$ cat src/verilog/exu_pkg.sv
// Shared types for the execution unit; ITAG_W bounds the table depth to 16 entries
package exu_pkg;

  localparam int XLEN    = 32;
  localparam int RFIDX_W = 5;
  localparam int ITAG_W  = 4;  // Tag field width on the load ports

  // Major opcodes kept in this subset
  localparam logic [6:0] OPC_OP     = 7'b0110011;
  localparam logic [6:0] OPC_OP_IMM = 7'b0010011;
  localparam logic [6:0] OPC_LUI    = 7'b0110111;
  localparam logic [6:0] OPC_LOAD   = 7'b0000011;

  typedef struct packed {
    logic [6:0]         funct7;
    logic [RFIDX_W-1:0] rs2;
    logic [RFIDX_W-1:0] rs1;
    logic [2:0]         funct3;
    logic [RFIDX_W-1:0] rd;
    logic [6:0]         opcode;
  } r_fmt_t;

  typedef struct packed {
    logic [11:0]        imm12;
    logic [RFIDX_W-1:0] rs1;
    logic [2:0]         funct3;
    logic [RFIDX_W-1:0] rd;
    logic [6:0]         opcode;
  } i_fmt_t;

  // Same 32-bit word seen as register or immediate format
  typedef union packed {
    r_fmt_t r_fmt;
    i_fmt_t i_fmt;
  } instr_u;

  typedef enum logic [3:0] {
    ALU_ADD, ALU_SUB, ALU_AND, ALU_OR, ALU_XOR,
    ALU_SLT, ALU_SLTU, ALU_SLL, ALU_SRL, ALU_SRA
  } alu_op_e;

  typedef struct packed {
    alu_op_e            alu_op;
    logic               is_load;
    logic               use_imm;  // Operand 2 from imm
    logic               rs1en;
    logic               rs2en;
    logic               rdwen;
    logic [RFIDX_W-1:0] rdidx;
    logic [XLEN-1:0]    imm;
    logic               ilegl;
  } dec_info_t;

  typedef struct packed {
    logic [XLEN-1:0]   addr;
    logic [ITAG_W-1:0] itag;
  } agu_req_t;

  typedef struct packed {
    logic [XLEN-1:0]   wdat;
    logic [ITAG_W-1:0] itag;
  } lsu_wbck_t;

  typedef struct packed {
    logic               ena;
    logic [RFIDX_W-1:0] rdidx;
    logic [XLEN-1:0]    wdat;
  } rf_wbck_t;

endpackage
$ cat src/verilog/exu.sv
// Execution unit top; fetch must hold all instruction fields until accepted
`timescale 1ns/1ps

module exu #(
  parameter int OITF_DEPTH = 4
) (
  input  logic                        clk,
  input  logic                        i_arst_n,
  // Instruction port
  input  logic                        i_valid,
  output logic                        o_ready,
  input  exu_pkg::instr_u             i_ir,
  input  logic [exu_pkg::XLEN-1:0]    i_pc,
  input  logic [exu_pkg::RFIDX_W-1:0] i_rs1idx,
  input  logic [exu_pkg::RFIDX_W-1:0] i_rs2idx,
  // Load request
  output logic                        o_agu_valid,
  input  logic                        i_agu_ready,
  output exu_pkg::agu_req_t           o_agu_req,
  // Load return
  input  logic                        i_lsu_valid,
  output logic                        o_lsu_ready,
  input  exu_pkg::lsu_wbck_t          i_lsu_wbck,
  output exu_pkg::rf_wbck_t           o_rf_wbck,
  output logic                        o_trap,
  output logic [exu_pkg::XLEN-1:0]    o_trap_pc,
  output logic                        o_oitf_empty,
  output logic                        o_exu_active
);
  import exu_pkg::*;

  localparam int PTR_W = $clog2(OITF_DEPTH);

  dec_info_t          dec_info;
  logic [XLEN-1:0]    rf_rs1;
  logic [XLEN-1:0]    rf_rs2;
  logic               match_rs1;
  logic               match_rs2;
  logic               match_rd;
  logic               oitf_full;
  logic               oitf_ena;
  logic [PTR_W-1:0]   dis_ptr;
  logic [ITAG_W-1:0]  dis_itag;
  logic [PTR_W-1:0]   ret_ptr;
  logic [RFIDX_W-1:0] ret_rdidx;
  logic               ret_ena;
  logic               alu_valid;
  logic               alu_grant;
  logic [XLEN-1:0]    alu_result;

  exu_decode u_exu_decode (.i_ir(i_ir), .o_info(dec_info));

  exu_regfile u_exu_regfile (
    .clk(clk), .i_arst_n(i_arst_n),
    .i_rs1idx(i_rs1idx), .i_rs2idx(i_rs2idx),
    .o_rs1_dat(rf_rs1), .o_rs2_dat(rf_rs2),
    .i_wbck(o_rf_wbck)
  );

  exu_disp #(.OITF_DEPTH(OITF_DEPTH)) u_exu_disp (
    .i_valid(i_valid), .o_ready(o_ready), .i_info(dec_info),
    .i_match_rs1(match_rs1), .i_match_rs2(match_rs2), .i_match_rd(match_rd),
    .i_oitf_full(oitf_full), .o_oitf_ena(oitf_ena),
    .i_alu_grant(alu_grant), .o_alu_valid(alu_valid),
    .o_agu_valid(o_agu_valid), .i_agu_ready(i_agu_ready), .o_trap(o_trap)
  );

  exu_oitf #(.OITF_DEPTH(OITF_DEPTH)) u_exu_oitf (
    .clk(clk), .i_arst_n(i_arst_n),
    .i_dis_ena(oitf_ena), .i_dis_rdidx(dec_info.rdidx),
    .o_dis_ptr(dis_ptr), .o_full(oitf_full),
    .i_ret_ena(ret_ena), .o_ret_ptr(ret_ptr), .o_ret_rdidx(ret_rdidx),
    .i_rs1idx(i_rs1idx), .i_rs2idx(i_rs2idx), .i_rdidx(dec_info.rdidx),
    .o_match_rs1(match_rs1), .o_match_rs2(match_rs2), .o_match_rd(match_rd),
    .o_empty(o_oitf_empty)
  );

  assign dis_itag = ITAG_W'(dis_ptr);  // Tag field is wider than the pointer

  exu_alu u_exu_alu (
    .i_info(dec_info), .i_rs1_dat(rf_rs1), .i_rs2_dat(rf_rs2),
    .o_result(alu_result), .o_agu_req(o_agu_req), .i_dis_ptr(dis_itag)
  );

  exu_wbck #(.OITF_DEPTH(OITF_DEPTH)) u_exu_wbck (
    .i_lsu_valid(i_lsu_valid), .o_lsu_ready(o_lsu_ready), .i_lsu_wbck(i_lsu_wbck),
    .i_ret_ptr(ret_ptr), .i_oitf_empty(o_oitf_empty), .i_ret_rdidx(ret_rdidx),
    .o_ret_ena(ret_ena),
    .i_alu_valid(alu_valid), .i_alu_rdidx(dec_info.rdidx), .i_alu_wdat(alu_result),
    .o_alu_grant(alu_grant), .o_wbck(o_rf_wbck)
  );

  assign o_trap_pc    = i_pc;
  assign o_exu_active = ~o_oitf_empty | i_valid;

endmodule

$ cat src/verilog/exu_wbck.sv
// Write-back arbiter; load returns win, and must come back in table order
`timescale 1ns/1ps

module exu_wbck #(
  parameter int OITF_DEPTH = 4,
  localparam int PTR_W     = $clog2(OITF_DEPTH)
) (
  input  logic                        i_lsu_valid,
  output logic                        o_lsu_ready,
  input  exu_pkg::lsu_wbck_t          i_lsu_wbck,
  input  logic [PTR_W-1:0]            i_ret_ptr,
  input  logic                        i_oitf_empty,
  input  logic [exu_pkg::RFIDX_W-1:0] i_ret_rdidx,
  output logic                        o_ret_ena,
  input  logic                        i_alu_valid,
  input  logic [exu_pkg::RFIDX_W-1:0] i_alu_rdidx,
  input  logic [exu_pkg::XLEN-1:0]    i_alu_wdat,
  output logic                        o_alu_grant,
  output exu_pkg::rf_wbck_t           o_wbck
);
  import exu_pkg::*;

  logic ret_hit;

  // Only the oldest entry may come back
  assign ret_hit     = (i_lsu_wbck.itag == ITAG_W'(i_ret_ptr));
  assign o_lsu_ready = ~i_oitf_empty & ret_hit;
  assign o_ret_ena   = i_lsu_valid & o_lsu_ready;

  assign o_alu_grant = ~o_ret_ena;  // ALU waits a cycle

  ////////////////////////////////////////////////////////////////////////////
  // Register file port

  assign o_wbck.ena   = o_ret_ena | (i_alu_valid & o_alu_grant);
  assign o_wbck.rdidx = o_ret_ena ? i_ret_rdidx : i_alu_rdidx;
  assign o_wbck.wdat  = o_ret_ena ? i_lsu_wbck.wdat : i_alu_wdat;

endmodule

$ cat src/verilog/exu_alu.sv
// Single-cycle integer datapath; shifts use the low five bits of operand 2 only
`timescale 1ns/1ps

module exu_alu (
  input  exu_pkg::dec_info_t         i_info,
  input  logic [exu_pkg::XLEN-1:0]   i_rs1_dat,
  input  logic [exu_pkg::XLEN-1:0]   i_rs2_dat,
  output logic [exu_pkg::XLEN-1:0]   o_result,
  output exu_pkg::agu_req_t          o_agu_req,
  input  logic [exu_pkg::ITAG_W-1:0] i_dis_ptr
);
  import exu_pkg::*;

  logic [XLEN-1:0] op1;
  logic [XLEN-1:0] op2;
  logic [XLEN-1:0] op2_x;
  logic [XLEN:0]   add_res;  // Carry kept for SLTU
  logic            sub_en;
  logic            lt_s;
  logic            lt_u;
  logic [4:0]      shamt;

  ////////////////////////////////////////////////////////////////////////////
  // Operand select

  assign op1 = i_info.rs1en ? i_rs1_dat : '0;  // LUI adds imm to zero
  assign op2 = i_info.use_imm ? i_info.imm : i_rs2_dat;

  // Shared adder for ADD, SUB, compares and load address
  assign sub_en  = (i_info.alu_op == ALU_SUB)
                 | (i_info.alu_op == ALU_SLT)
                 | (i_info.alu_op == ALU_SLTU);
  assign op2_x   = sub_en ? ~op2 : op2;
  assign add_res = {1'b0, op1} + {1'b0, op2_x} + {{XLEN{1'b0}}, sub_en};

  assign lt_u  = ~add_res[XLEN];  // No carry out means borrow
  assign lt_s  = (op1[XLEN-1] ^ op2[XLEN-1]) ? op1[XLEN-1] : add_res[XLEN-1];
  assign shamt = op2[4:0];

  ////////////////////////////////////////////////////////////////////////////
  // Result mux

  always_comb begin
    case (i_info.alu_op)
      ALU_ADD,
      ALU_SUB:  o_result = add_res[XLEN-1:0];
      ALU_AND:  o_result = op1 & op2;
      ALU_OR:   o_result = op1 | op2;
      ALU_XOR:  o_result = op1 ^ op2;
      ALU_SLT:  o_result = {{(XLEN-1){1'b0}}, lt_s};
      ALU_SLTU: o_result = {{(XLEN-1){1'b0}}, lt_u};
      ALU_SLL:  o_result = op1 << shamt;
      ALU_SRL:  o_result = op1 >> shamt;
      ALU_SRA:  o_result = $unsigned($signed(op1) >>> shamt);
      default:  o_result = add_res[XLEN-1:0];
    endcase
  end

  // Load request tagged with the slot it will occupy
  assign o_agu_req.addr = add_res[XLEN-1:0];
  assign o_agu_req.itag = i_dis_ptr;

endmodule

$ cat src/verilog/exu_oitf.sv
// Outstanding load table; depth must be at least 2, entries retire strictly in allocation order
`timescale 1ns/1ps

module exu_oitf #(
  parameter int OITF_DEPTH = 4,
  localparam int PTR_W     = $clog2(OITF_DEPTH)
) (
  input  logic                        clk,
  input  logic                        i_arst_n,
  input  logic                        i_dis_ena,
  input  logic [exu_pkg::RFIDX_W-1:0] i_dis_rdidx,
  output logic [PTR_W-1:0]            o_dis_ptr,
  output logic                        o_full,
  input  logic                        i_ret_ena,
  output logic [PTR_W-1:0]            o_ret_ptr,
  output logic [exu_pkg::RFIDX_W-1:0] o_ret_rdidx,
  input  logic [exu_pkg::RFIDX_W-1:0] i_rs1idx,
  input  logic [exu_pkg::RFIDX_W-1:0] i_rs2idx,
  input  logic [exu_pkg::RFIDX_W-1:0] i_rdidx,
  output logic                        o_match_rs1,
  output logic                        o_match_rs2,
  output logic                        o_match_rd,
  output logic                        o_empty
);
  import exu_pkg::*;

  localparam logic [PTR_W-1:0] LAST = PTR_W'(OITF_DEPTH - 1);

  logic [PTR_W-1:0]   wr_ptr_q;
  logic [PTR_W-1:0]   rd_ptr_q;
  logic               wr_wrap_q;  // Toggles on each pass
  logic               rd_wrap_q;
  logic [OITF_DEPTH-1:0] vld_q;
  logic [RFIDX_W-1:0] rdidx_q [OITF_DEPTH];

  always_ff @(posedge clk or negedge i_arst_n) begin
    if (!i_arst_n) begin
      wr_ptr_q  <= '0;
      rd_ptr_q  <= '0;
      wr_wrap_q <= 1'b0;
      rd_wrap_q <= 1'b0;
      vld_q     <= '0;
    end else begin
      if (i_dis_ena) begin
        vld_q[wr_ptr_q] <= 1'b1;
        wr_ptr_q        <= (wr_ptr_q == LAST) ? '0 : wr_ptr_q + 1'b1;
        if (wr_ptr_q == LAST) wr_wrap_q <= ~wr_wrap_q;
      end
      if (i_ret_ena) begin
        vld_q[rd_ptr_q] <= 1'b0;  // Never the slot being allocated
        rd_ptr_q        <= (rd_ptr_q == LAST) ? '0 : rd_ptr_q + 1'b1;
        if (rd_ptr_q == LAST) rd_wrap_q <= ~rd_wrap_q;
      end
    end
  end

  always_ff @(posedge clk) begin
    if (i_dis_ena) rdidx_q[wr_ptr_q] <= i_dis_rdidx;
  end

  // Destination compare against every live entry
  always_comb begin
    o_match_rs1 = 1'b0;
    o_match_rs2 = 1'b0;
    o_match_rd  = 1'b0;
    for (int i = 0; i < OITF_DEPTH; i++) begin
      o_match_rs1 = o_match_rs1 | (vld_q[i] & (rdidx_q[i] == i_rs1idx));
      o_match_rs2 = o_match_rs2 | (vld_q[i] & (rdidx_q[i] == i_rs2idx));
      o_match_rd  = o_match_rd  | (vld_q[i] & (rdidx_q[i] == i_rdidx));
    end
  end

  assign o_dis_ptr   = wr_ptr_q;
  assign o_ret_ptr   = rd_ptr_q;
  assign o_ret_rdidx = rdidx_q[rd_ptr_q];
  assign o_full      = (wr_ptr_q == rd_ptr_q) & (wr_wrap_q != rd_wrap_q);
  assign o_empty     = (wr_ptr_q == rd_ptr_q) & (wr_wrap_q == rd_wrap_q);

endmodule

$ cat src/verilog/exu_disp.sv
// Dispatch is combinational; a load without any table entries (OITF_DEPTH of 0) traps
`timescale 1ns/1ps

module exu_disp #(
  parameter int OITF_DEPTH = 4
) (
  input  logic               i_valid,
  output logic               o_ready,
  input  exu_pkg::dec_info_t i_info,
  input  logic               i_match_rs1,
  input  logic               i_match_rs2,
  input  logic               i_match_rd,
  input  logic               i_oitf_full,
  output logic               o_oitf_ena,
  input  logic               i_alu_grant,
  output logic               o_alu_valid,
  output logic               o_agu_valid,
  input  logic               i_agu_ready,
  output logic               o_trap
);

  localparam bit LONGP_EN = (OITF_DEPTH > 0);

  logic hazard;
  logic is_ld;
  logic ld_ok;
  logic ilegl;

  // RAW on either source, WAW on the destination
  assign hazard = (i_info.rs1en & i_match_rs1)
                | (i_info.rs2en & i_match_rs2)
                | (i_info.rdwen & i_match_rd);

  assign is_ld = i_info.is_load & LONGP_EN;
  assign ilegl = i_info.ilegl | (i_info.is_load & ~LONGP_EN);
  assign ld_ok = ~hazard & ~i_oitf_full;

  ////////////////////////////////////////////////////////////////////////////
  // Long-pipe path

  assign o_agu_valid = i_valid & is_ld & ld_ok;
  assign o_oitf_ena  = o_agu_valid & i_agu_ready;  // Allocate on request accept

  ////////////////////////////////////////////////////////////////////////////
  // Single-cycle ALU path

  // Arbiter grant is applied in write-back
  assign o_alu_valid = i_valid & ~is_ld & ~hazard & i_info.rdwen & ~ilegl;

  assign o_ready = is_ld ? (ld_ok & i_agu_ready)
                         : (~hazard & i_alu_grant);

  assign o_trap = i_valid & o_ready & ilegl;  // Pulses on acceptance only

endmodule

$ cat src/verilog/exu_decode.sv
// Decodes only OP, OP-IMM, LUI and LW; any other encoding comes out as illegal with no enables
`timescale 1ns/1ps

module exu_decode (
  input  exu_pkg::instr_u    i_ir,
  output exu_pkg::dec_info_t o_info
);
  import exu_pkg::*;

  logic       f7_zero;
  logic       f7_alt;
  logic       alt_ok;
  logic       legal;
  alu_op_e    f3_op;
  logic [2:0] f3;

  assign f3      = i_ir.r_fmt.funct3;
  assign f7_zero = (i_ir.r_fmt.funct7 == 7'b0000000);
  assign f7_alt  = (i_ir.r_fmt.funct7 == 7'b0100000);  // SUB / SRA flavour
  assign alt_ok  = (f3 == 3'b000) | (f3 == 3'b101);

  // Base operation from funct3 alone
  always_comb begin
    case (f3)
      3'b000:  f3_op = ALU_ADD;
      3'b001:  f3_op = ALU_SLL;
      3'b010:  f3_op = ALU_SLT;
      3'b011:  f3_op = ALU_SLTU;
      3'b100:  f3_op = ALU_XOR;
      3'b101:  f3_op = ALU_SRL;
      3'b110:  f3_op = ALU_OR;
      default: f3_op = ALU_AND;
    endcase
  end

  always_comb begin
    o_info        = '0;
    o_info.alu_op = ALU_ADD;
    o_info.rdidx  = i_ir.r_fmt.rd;
    legal         = 1'b0;
    case (i_ir.r_fmt.opcode)
      OPC_OP: begin
        o_info.rs1en  = 1'b1;
        o_info.rs2en  = 1'b1;
        o_info.rdwen  = 1'b1;
        o_info.alu_op = f7_alt ? ((f3 == 3'b000) ? ALU_SUB : ALU_SRA) : f3_op;
        legal         = f7_zero | (f7_alt & alt_ok);
      end
      OPC_OP_IMM: begin
        o_info.rs1en   = 1'b1;
        o_info.use_imm = 1'b1;
        o_info.rdwen   = 1'b1;
        o_info.imm     = {{20{i_ir.i_fmt.imm12[11]}}, i_ir.i_fmt.imm12};
        o_info.alu_op  = ((f3 == 3'b101) && f7_alt) ? ALU_SRA : f3_op;
        // Shift immediates still carry a funct7 in the upper bits
        if (f3 == 3'b001)      legal = f7_zero;
        else if (f3 == 3'b101) legal = f7_zero | f7_alt;
        else                   legal = 1'b1;
      end
      OPC_LUI: begin
        o_info.use_imm = 1'b1;
        o_info.rdwen   = 1'b1;
        o_info.imm     = {i_ir.r_fmt.funct7, i_ir.r_fmt.rs2, i_ir.r_fmt.rs1, f3, 12'h000};
        legal          = 1'b1;
      end
      OPC_LOAD: begin
        o_info.is_load = 1'b1;
        o_info.rs1en   = 1'b1;
        o_info.use_imm = 1'b1;
        o_info.rdwen   = 1'b1;
        o_info.imm     = {{20{i_ir.i_fmt.imm12[11]}}, i_ir.i_fmt.imm12};
        legal          = (f3 == 3'b010);  // LW only
      end
      default: legal = 1'b0;
    endcase
    if (!legal) begin
      o_info.is_load = 1'b0;
      o_info.rs1en   = 1'b0;
      o_info.rs2en   = 1'b0;
      o_info.rdwen   = 1'b0;
    end
    o_info.ilegl = ~legal;
  end

endmodule

$ cat src/verilog/exu_regfile.sv
// Integer register file; reads are combinational, a write shows up after the clock edge
`timescale 1ns/1ps

module exu_regfile (
  input  logic                        clk,
  input  logic                        i_arst_n,
  input  logic [exu_pkg::RFIDX_W-1:0] i_rs1idx,
  input  logic [exu_pkg::RFIDX_W-1:0] i_rs2idx,
  output logic [exu_pkg::XLEN-1:0]    o_rs1_dat,
  output logic [exu_pkg::XLEN-1:0]    o_rs2_dat,
  input  exu_pkg::rf_wbck_t           i_wbck
);
  import exu_pkg::*;

  logic [XLEN-1:0] rf_q [1:31];  // x0 has no storage

  always_ff @(posedge clk or negedge i_arst_n) begin
    if (!i_arst_n) begin
      for (int i = 1; i < 32; i++) begin
        rf_q[i] <= '0;
      end
    end else if (i_wbck.ena && (i_wbck.rdidx != '0)) begin
      rf_q[i_wbck.rdidx] <= i_wbck.wdat;
    end
  end

  // Index zero is hardwired
  assign o_rs1_dat = (i_rs1idx == '0) ? '0 : rf_q[i_rs1idx];
  assign o_rs2_dat = (i_rs2idx == '0) ? '0 : rf_q[i_rs2idx];

endmodule

$ cat config.mk
export PLATFORM = sky130hd
export DESIGN_NAME = exu
export DESIGN_NICKNAME = d
export VERILOG_FILES = /design/src/verilog/exu_pkg.sv /design/src/verilog/exu.sv /design/src/verilog/exu_wbck.sv /design/src/verilog/exu_alu.sv /design/src/verilog/exu_oitf.sv /design/src/verilog/exu_disp.sv /design/src/verilog/exu_decode.sv /design/src/verilog/exu_regfile.sv
export SDC_FILE = /design/constraint.sdc
export NUM_CORES = 2
export LEC_CHECK = 0
export ABC_AREA = 0
export BUFFER_PORTS_ARGS = -buffer_cell sky130_fd_sc_hd__buf_2
export CAP_MARGIN = 10
export CORE_UTILIZATION = 60
export CTS_CLUSTER_SIZE = 40
export DETAILED_ROUTE_END_ITERATION = 7
export PLACE_DENSITY = 0.8
export SYNTH_ARGS = -nofsm -noshare
export SYNTH_HDL_FRONTEND = slang
export SYNTH_SLANG_ARGS = --single-unit
$ cat constraint.sdc
create_clock -name clk -period 16.5 [get_ports clk]
set_input_delay 2.475 -clock clk [delete_from_list [all_inputs] [get_ports clk]]
set_output_delay 2.475 -clock clk [all_outputs]
set_load 0.1 [all_outputs]
==> impl_results.md <==
- Busiest grt layer: met2
- Largest net degree at the start of global routing: 126
- Met1 Use GR: 60.5%
- Total Wirelength: 274000 µm
- Largest family of logic cells by synthesized area: multiplexers
- R2R cell count: 18
- Post-synth ARST share: 98.0%
- Tmin final: 13.28 ns
- Least-Margin Pin Slew: 1.40 ns
- Via count: 58700
- Commonest non-fill, non-tap cell in the layout: dfrtp_1
- First-pass GRT wire length: 396000 µm
- Worst Path Buf+Inv: 4
- Hold Crit Start: u_exu_oitf.rd_wrap_q$_DFFE_PN0P_
- Clk buf depth: 3
- Fin crit share: 80.5%
- Core area: 107000 µm²
- Crit-path max FO: 125
- Top post-synthesis cells by area: dfrtp_1 38%, mux4_2 14%, nand2_1 4.6%
- CTS tree: done
- Final ANT Viol Nets: 0
- RSZ-0062 raised after global routing: no
- # setup viols final: 0
- Num Clock Sinks: 1022
- Worst Setup Path Type: in2out
- Syn Area/Cell: 10.1 µm²
- Seq/Total Area, Yosys: 39.4%
- Starting Density: 60.7%
- Fin. Hold Viols: 0
- Global Route met2 Usage: 69.0%
- GP Congestion: 1.16
- R2R Path Start: u_exu_regfile.rf_q[718]$_DFFE_PN0P_
- Hold endpoint: u_exu_oitf.rd_wrap_q$_DFFE_PN0P_
- Leak: 0.0300 µW
- Synth top area share: 38.4%
- Die Y: 332 µm
- Post-CTS setup repair buffer count: 0
- # IOs: 227
- Rel. slew slack: 6.64%
- Data required time of the worst path: 14.03 ns
- Util after Layout: 64.7%
- Total global routing overflow: 0
- Clk slew on worst S/H paths: 0.06 ns
- Hold Path Depth: 1
- GRT Total Usage: 49.6%
- Post-synth EDFFs: 20
- WL/cell: 35.4 µm
- H-tree Lvls: 3
- Mux cell area share after synthesis: 21.4%
- Initial antenna violation count: 12
- HP Class: reg2reg
- Worst R2R Setup Slack: 9.08 ns
- Hold_ws: 0.491 ns
- Slew Limit Fails: 0
- Die width: 332 µm
- Max Cap Viol: 0
- Post-synthesis cell type count: 122
- Reg2Reg Capture Point: u_exu_regfile.rf_q[446]$_DFFE_PN0P_
- Worst endpoint data arrival time: 10.81 ns
- Post-Synth XOR/XNOR Area: 1.69%
- Mapped Area: 65200 µm²
- Top_reg_cell synth: dfrtp_1
- Status: complete, but fails checks
- Vias in the first global route: 56900
- Fill cells: 8173
- Slowest stage delay, CP: 1.10 ns
- Residual DRC: 6
- CP max-delay cell: nor4_2
- Post-Synth Simple-Gate Area: 12.4%
- Buffers on Ports: 160
- Clk_skew: 0.0429 ns
- CP most frequent cell: nor2_1
- Post-synthesis adder-cell area fraction: 2.03%
- Crit-path leading delay family: simple AND/OR/NAND/NOR gates
- DIE AREA: 110000 µm²
- CP endpoint kind: output port
- DP HPWL: 187000 µm
- Synthesized flop and latch total: 1022
- Drt first-iter violations: 9881
- Fmax: 75.3 MHz
- Clk Latency, worst-skew pair: 0.73 ns
- Crit-path cells: buf_8 -> buf_12 -> mux4_2 -> inv_1 -> o22ai_1 -> nor4_2 -> nor2_1 -> ha_1 -> nand4_1 -> nor2_1 -> nand2_1 -> a211oi_1 -> nor2_1 -> o31ai_1 -> xor2_1 -> nor2_1 -> a2111oi_0 -> o21ai_1 -> nand2_1 -> buf_2
- Setup TNS: 0 ns
- PwrDens: 98.1 nW/µm²
- Met3 Track Usage GR: 21.0%
- Layout Nets: 6488
- CTS buffer count: 104
- Synth-to-Final Area Change: 6.48%
- Area leader, netlist: dfrtp_1
- Synth Area in Compound Gates: 16.9%
- Maximum vdd drop: 0.0999 mV
- Worst Setup Start Kind: input pin
- Commonest non-fill, non-tap cells in the layout: 1002 x dfrtp_1, 785 x nand2_1, 571 x o21ai_0
- Hold-fix buffer count after cts: 0
- Root Buffer: clkbuf_16
- Initial DRT Pass Iterations: 8
- Routed vias/inst: 7.56
- Mapped Cells: 6456
- Post-CTS sizing: 0
- FP Rows: 120
- Layout cell share with drive strength beyond 1: 20.3%
- Failing checks: DRC
- Yosys Warn Count: 0
## routing by layer
metal	vias to the layer above	wire, µm
li1	23300	-
met1	28600	91400
met2	5253	113000
met3	1497	42500
met4	12	27200
met5	-	267
## synth_stat cells, types with 14 or more instances
| cell | number |
|---|---|
| a31oi_1 | 67 |
| a21o_1 | 29 |
| a22o_1 | 37 |
| mux2i_1 | 224 |
| o22ai_1 | 81 |
| a221o_1 | 37 |
| o31ai_1 | 14 |
| o211ai_1 | 29 |
| o21ai_0 | 573 |
| and2_1 | 44 |
| a211oi_1 | 29 |
| or3_1 | 25 |
| nor2_1 | 568 |
| nand2_1 | 795 |
| a221oi_1 | 43 |
| buf_6 | 52 |
| edfxtp_1 | 20 |
| a21oi_2 | 23 |
| clkbuf_1 | 273 |
| buf_1 | 31 |
| nor3_1 | 56 |
| and3_1 | 35 |
| a22oi_1 | 73 |
| dfrtp_1 | 1002 |
| o21a_1 | 17 |
| nor4_1 | 29 |
| mux4_2 | 416 |
| a21oi_1 | 425 |
| a211o_1 | 15 |
| nand4_1 | 21 |
| o21ai_1 | 118 |
| xor2_1 | 59 |
| o311ai_0 | 23 |
| nand2b_1 | 28 |
| nor2b_1 | 22 |
| mux2_2 | 183 |
| inv_1 | 110 |
| buf_4 | 111 |
| nand3_1 | 68 |
| buf_2 | 171 |
| xnor2_1 | 67 |
| ha_1 | 104 |
| o221ai_1 | 19 |
## power by group
part,switching [µW],internal (µW)
clock network,1040,1320
logic,1050,499
registers,185,2720
## through the flow
step	cell area (µm²)	power (µW)	std cells	setup WS, ns
2_1_floorplan	65200	3950	6457	3.31
6_report	69400	6820	7761	3.22
3_5_place_dp	66000	4420	7565	3.74
3_3_place_gp	66000	4370	7564	3.86
4_1_cts	69400	6740	7754	3.72
5_1_grt	69400	6980	7756	3.05
## worst reg2reg max path, stage by stage, from the launching register on
cell and delay [ns]:
dfrtp_1 0.41, mux4_2 0.46, inv_1 0.33, o22ai_1 0.39, nor4_2 1.10, nor2_1 0.38
ha_1 0.55, nand4_1 0.19, nor2_1 0.29, nand2_1 0.09, a211oi_1 0.23, nor2_1 0.17
o31ai_1 0.41, xor2_1 0.14, nor2_1 0.16, a21oi_1 0.07, mux2i_1 0.81, nand2_1 0.64
mux2_2 0.49
## final cells by class
cell class                      instances  area [µm²]  share of cell area, %
Clock buffer                          161        3140                   4.52
Multi-Input combinational cell       4661       35800                   51.5
Clock inverter                         28         236                  0.341
Timing Repair Buffer                  360        2410                   3.48
Sequential cell                      1022       25700                   37.0
Inverter                              119         448                  0.645
Tap cell                             1403        1760                   2.53
Antenna cell                            7        17.5                 0.0252
## sequential cells by signal, summed over array words and instances, names as in the netlist
register / cells
u_exu_oitf.rd_wrap_q: 1
u_exu_oitf.vld_q: 4
u_exu_oitf.o_dis_ptr: 2
u_exu_oitf.wr_wrap_q: 1
u_exu_oitf.o_ret_ptr: 2
u_exu_regfile.rf_q: 992
u_exu_oitf.rdidx_q: 20
## worst max path at each step
| stage | from | endpoint | slack, ns | cells after the start |
|---|---|---|---|---|
| floorplan | i_rs2idx[0] | o_rf_wbck[31] | 3.31 | 25 |
| global placement | i_rs2idx[1] | o_rf_wbck[18] | 3.86 | 18 |
| detailed placement | i_rs2idx[1] | o_rf_wbck[30] | 3.74 | 22 |
| CTS | i_rs2idx[1] | o_rf_wbck[30] | 3.72 | 22 |
| global route | i_rs1idx[1] | o_rf_wbck[30] | 3.05 | 20 |
| finish | i_rs1idx[1] | o_rf_wbck[30] | 3.22 | 20 |
## kinds of logic after synthesis
| kind of cell | Yosys count |
|---|---|
| AOI/OAI and AO/OA | 1788 |
| muxes | 837 |
| xor gates and xnor gates | 126 |
| DFF | 1022 |
| and+or+nand+nor | 1803 |
| other | 1 |
| buffers and inverters | 774 |
| adders and majority gates | 105 |
Power figures use the tool's default switching activity.
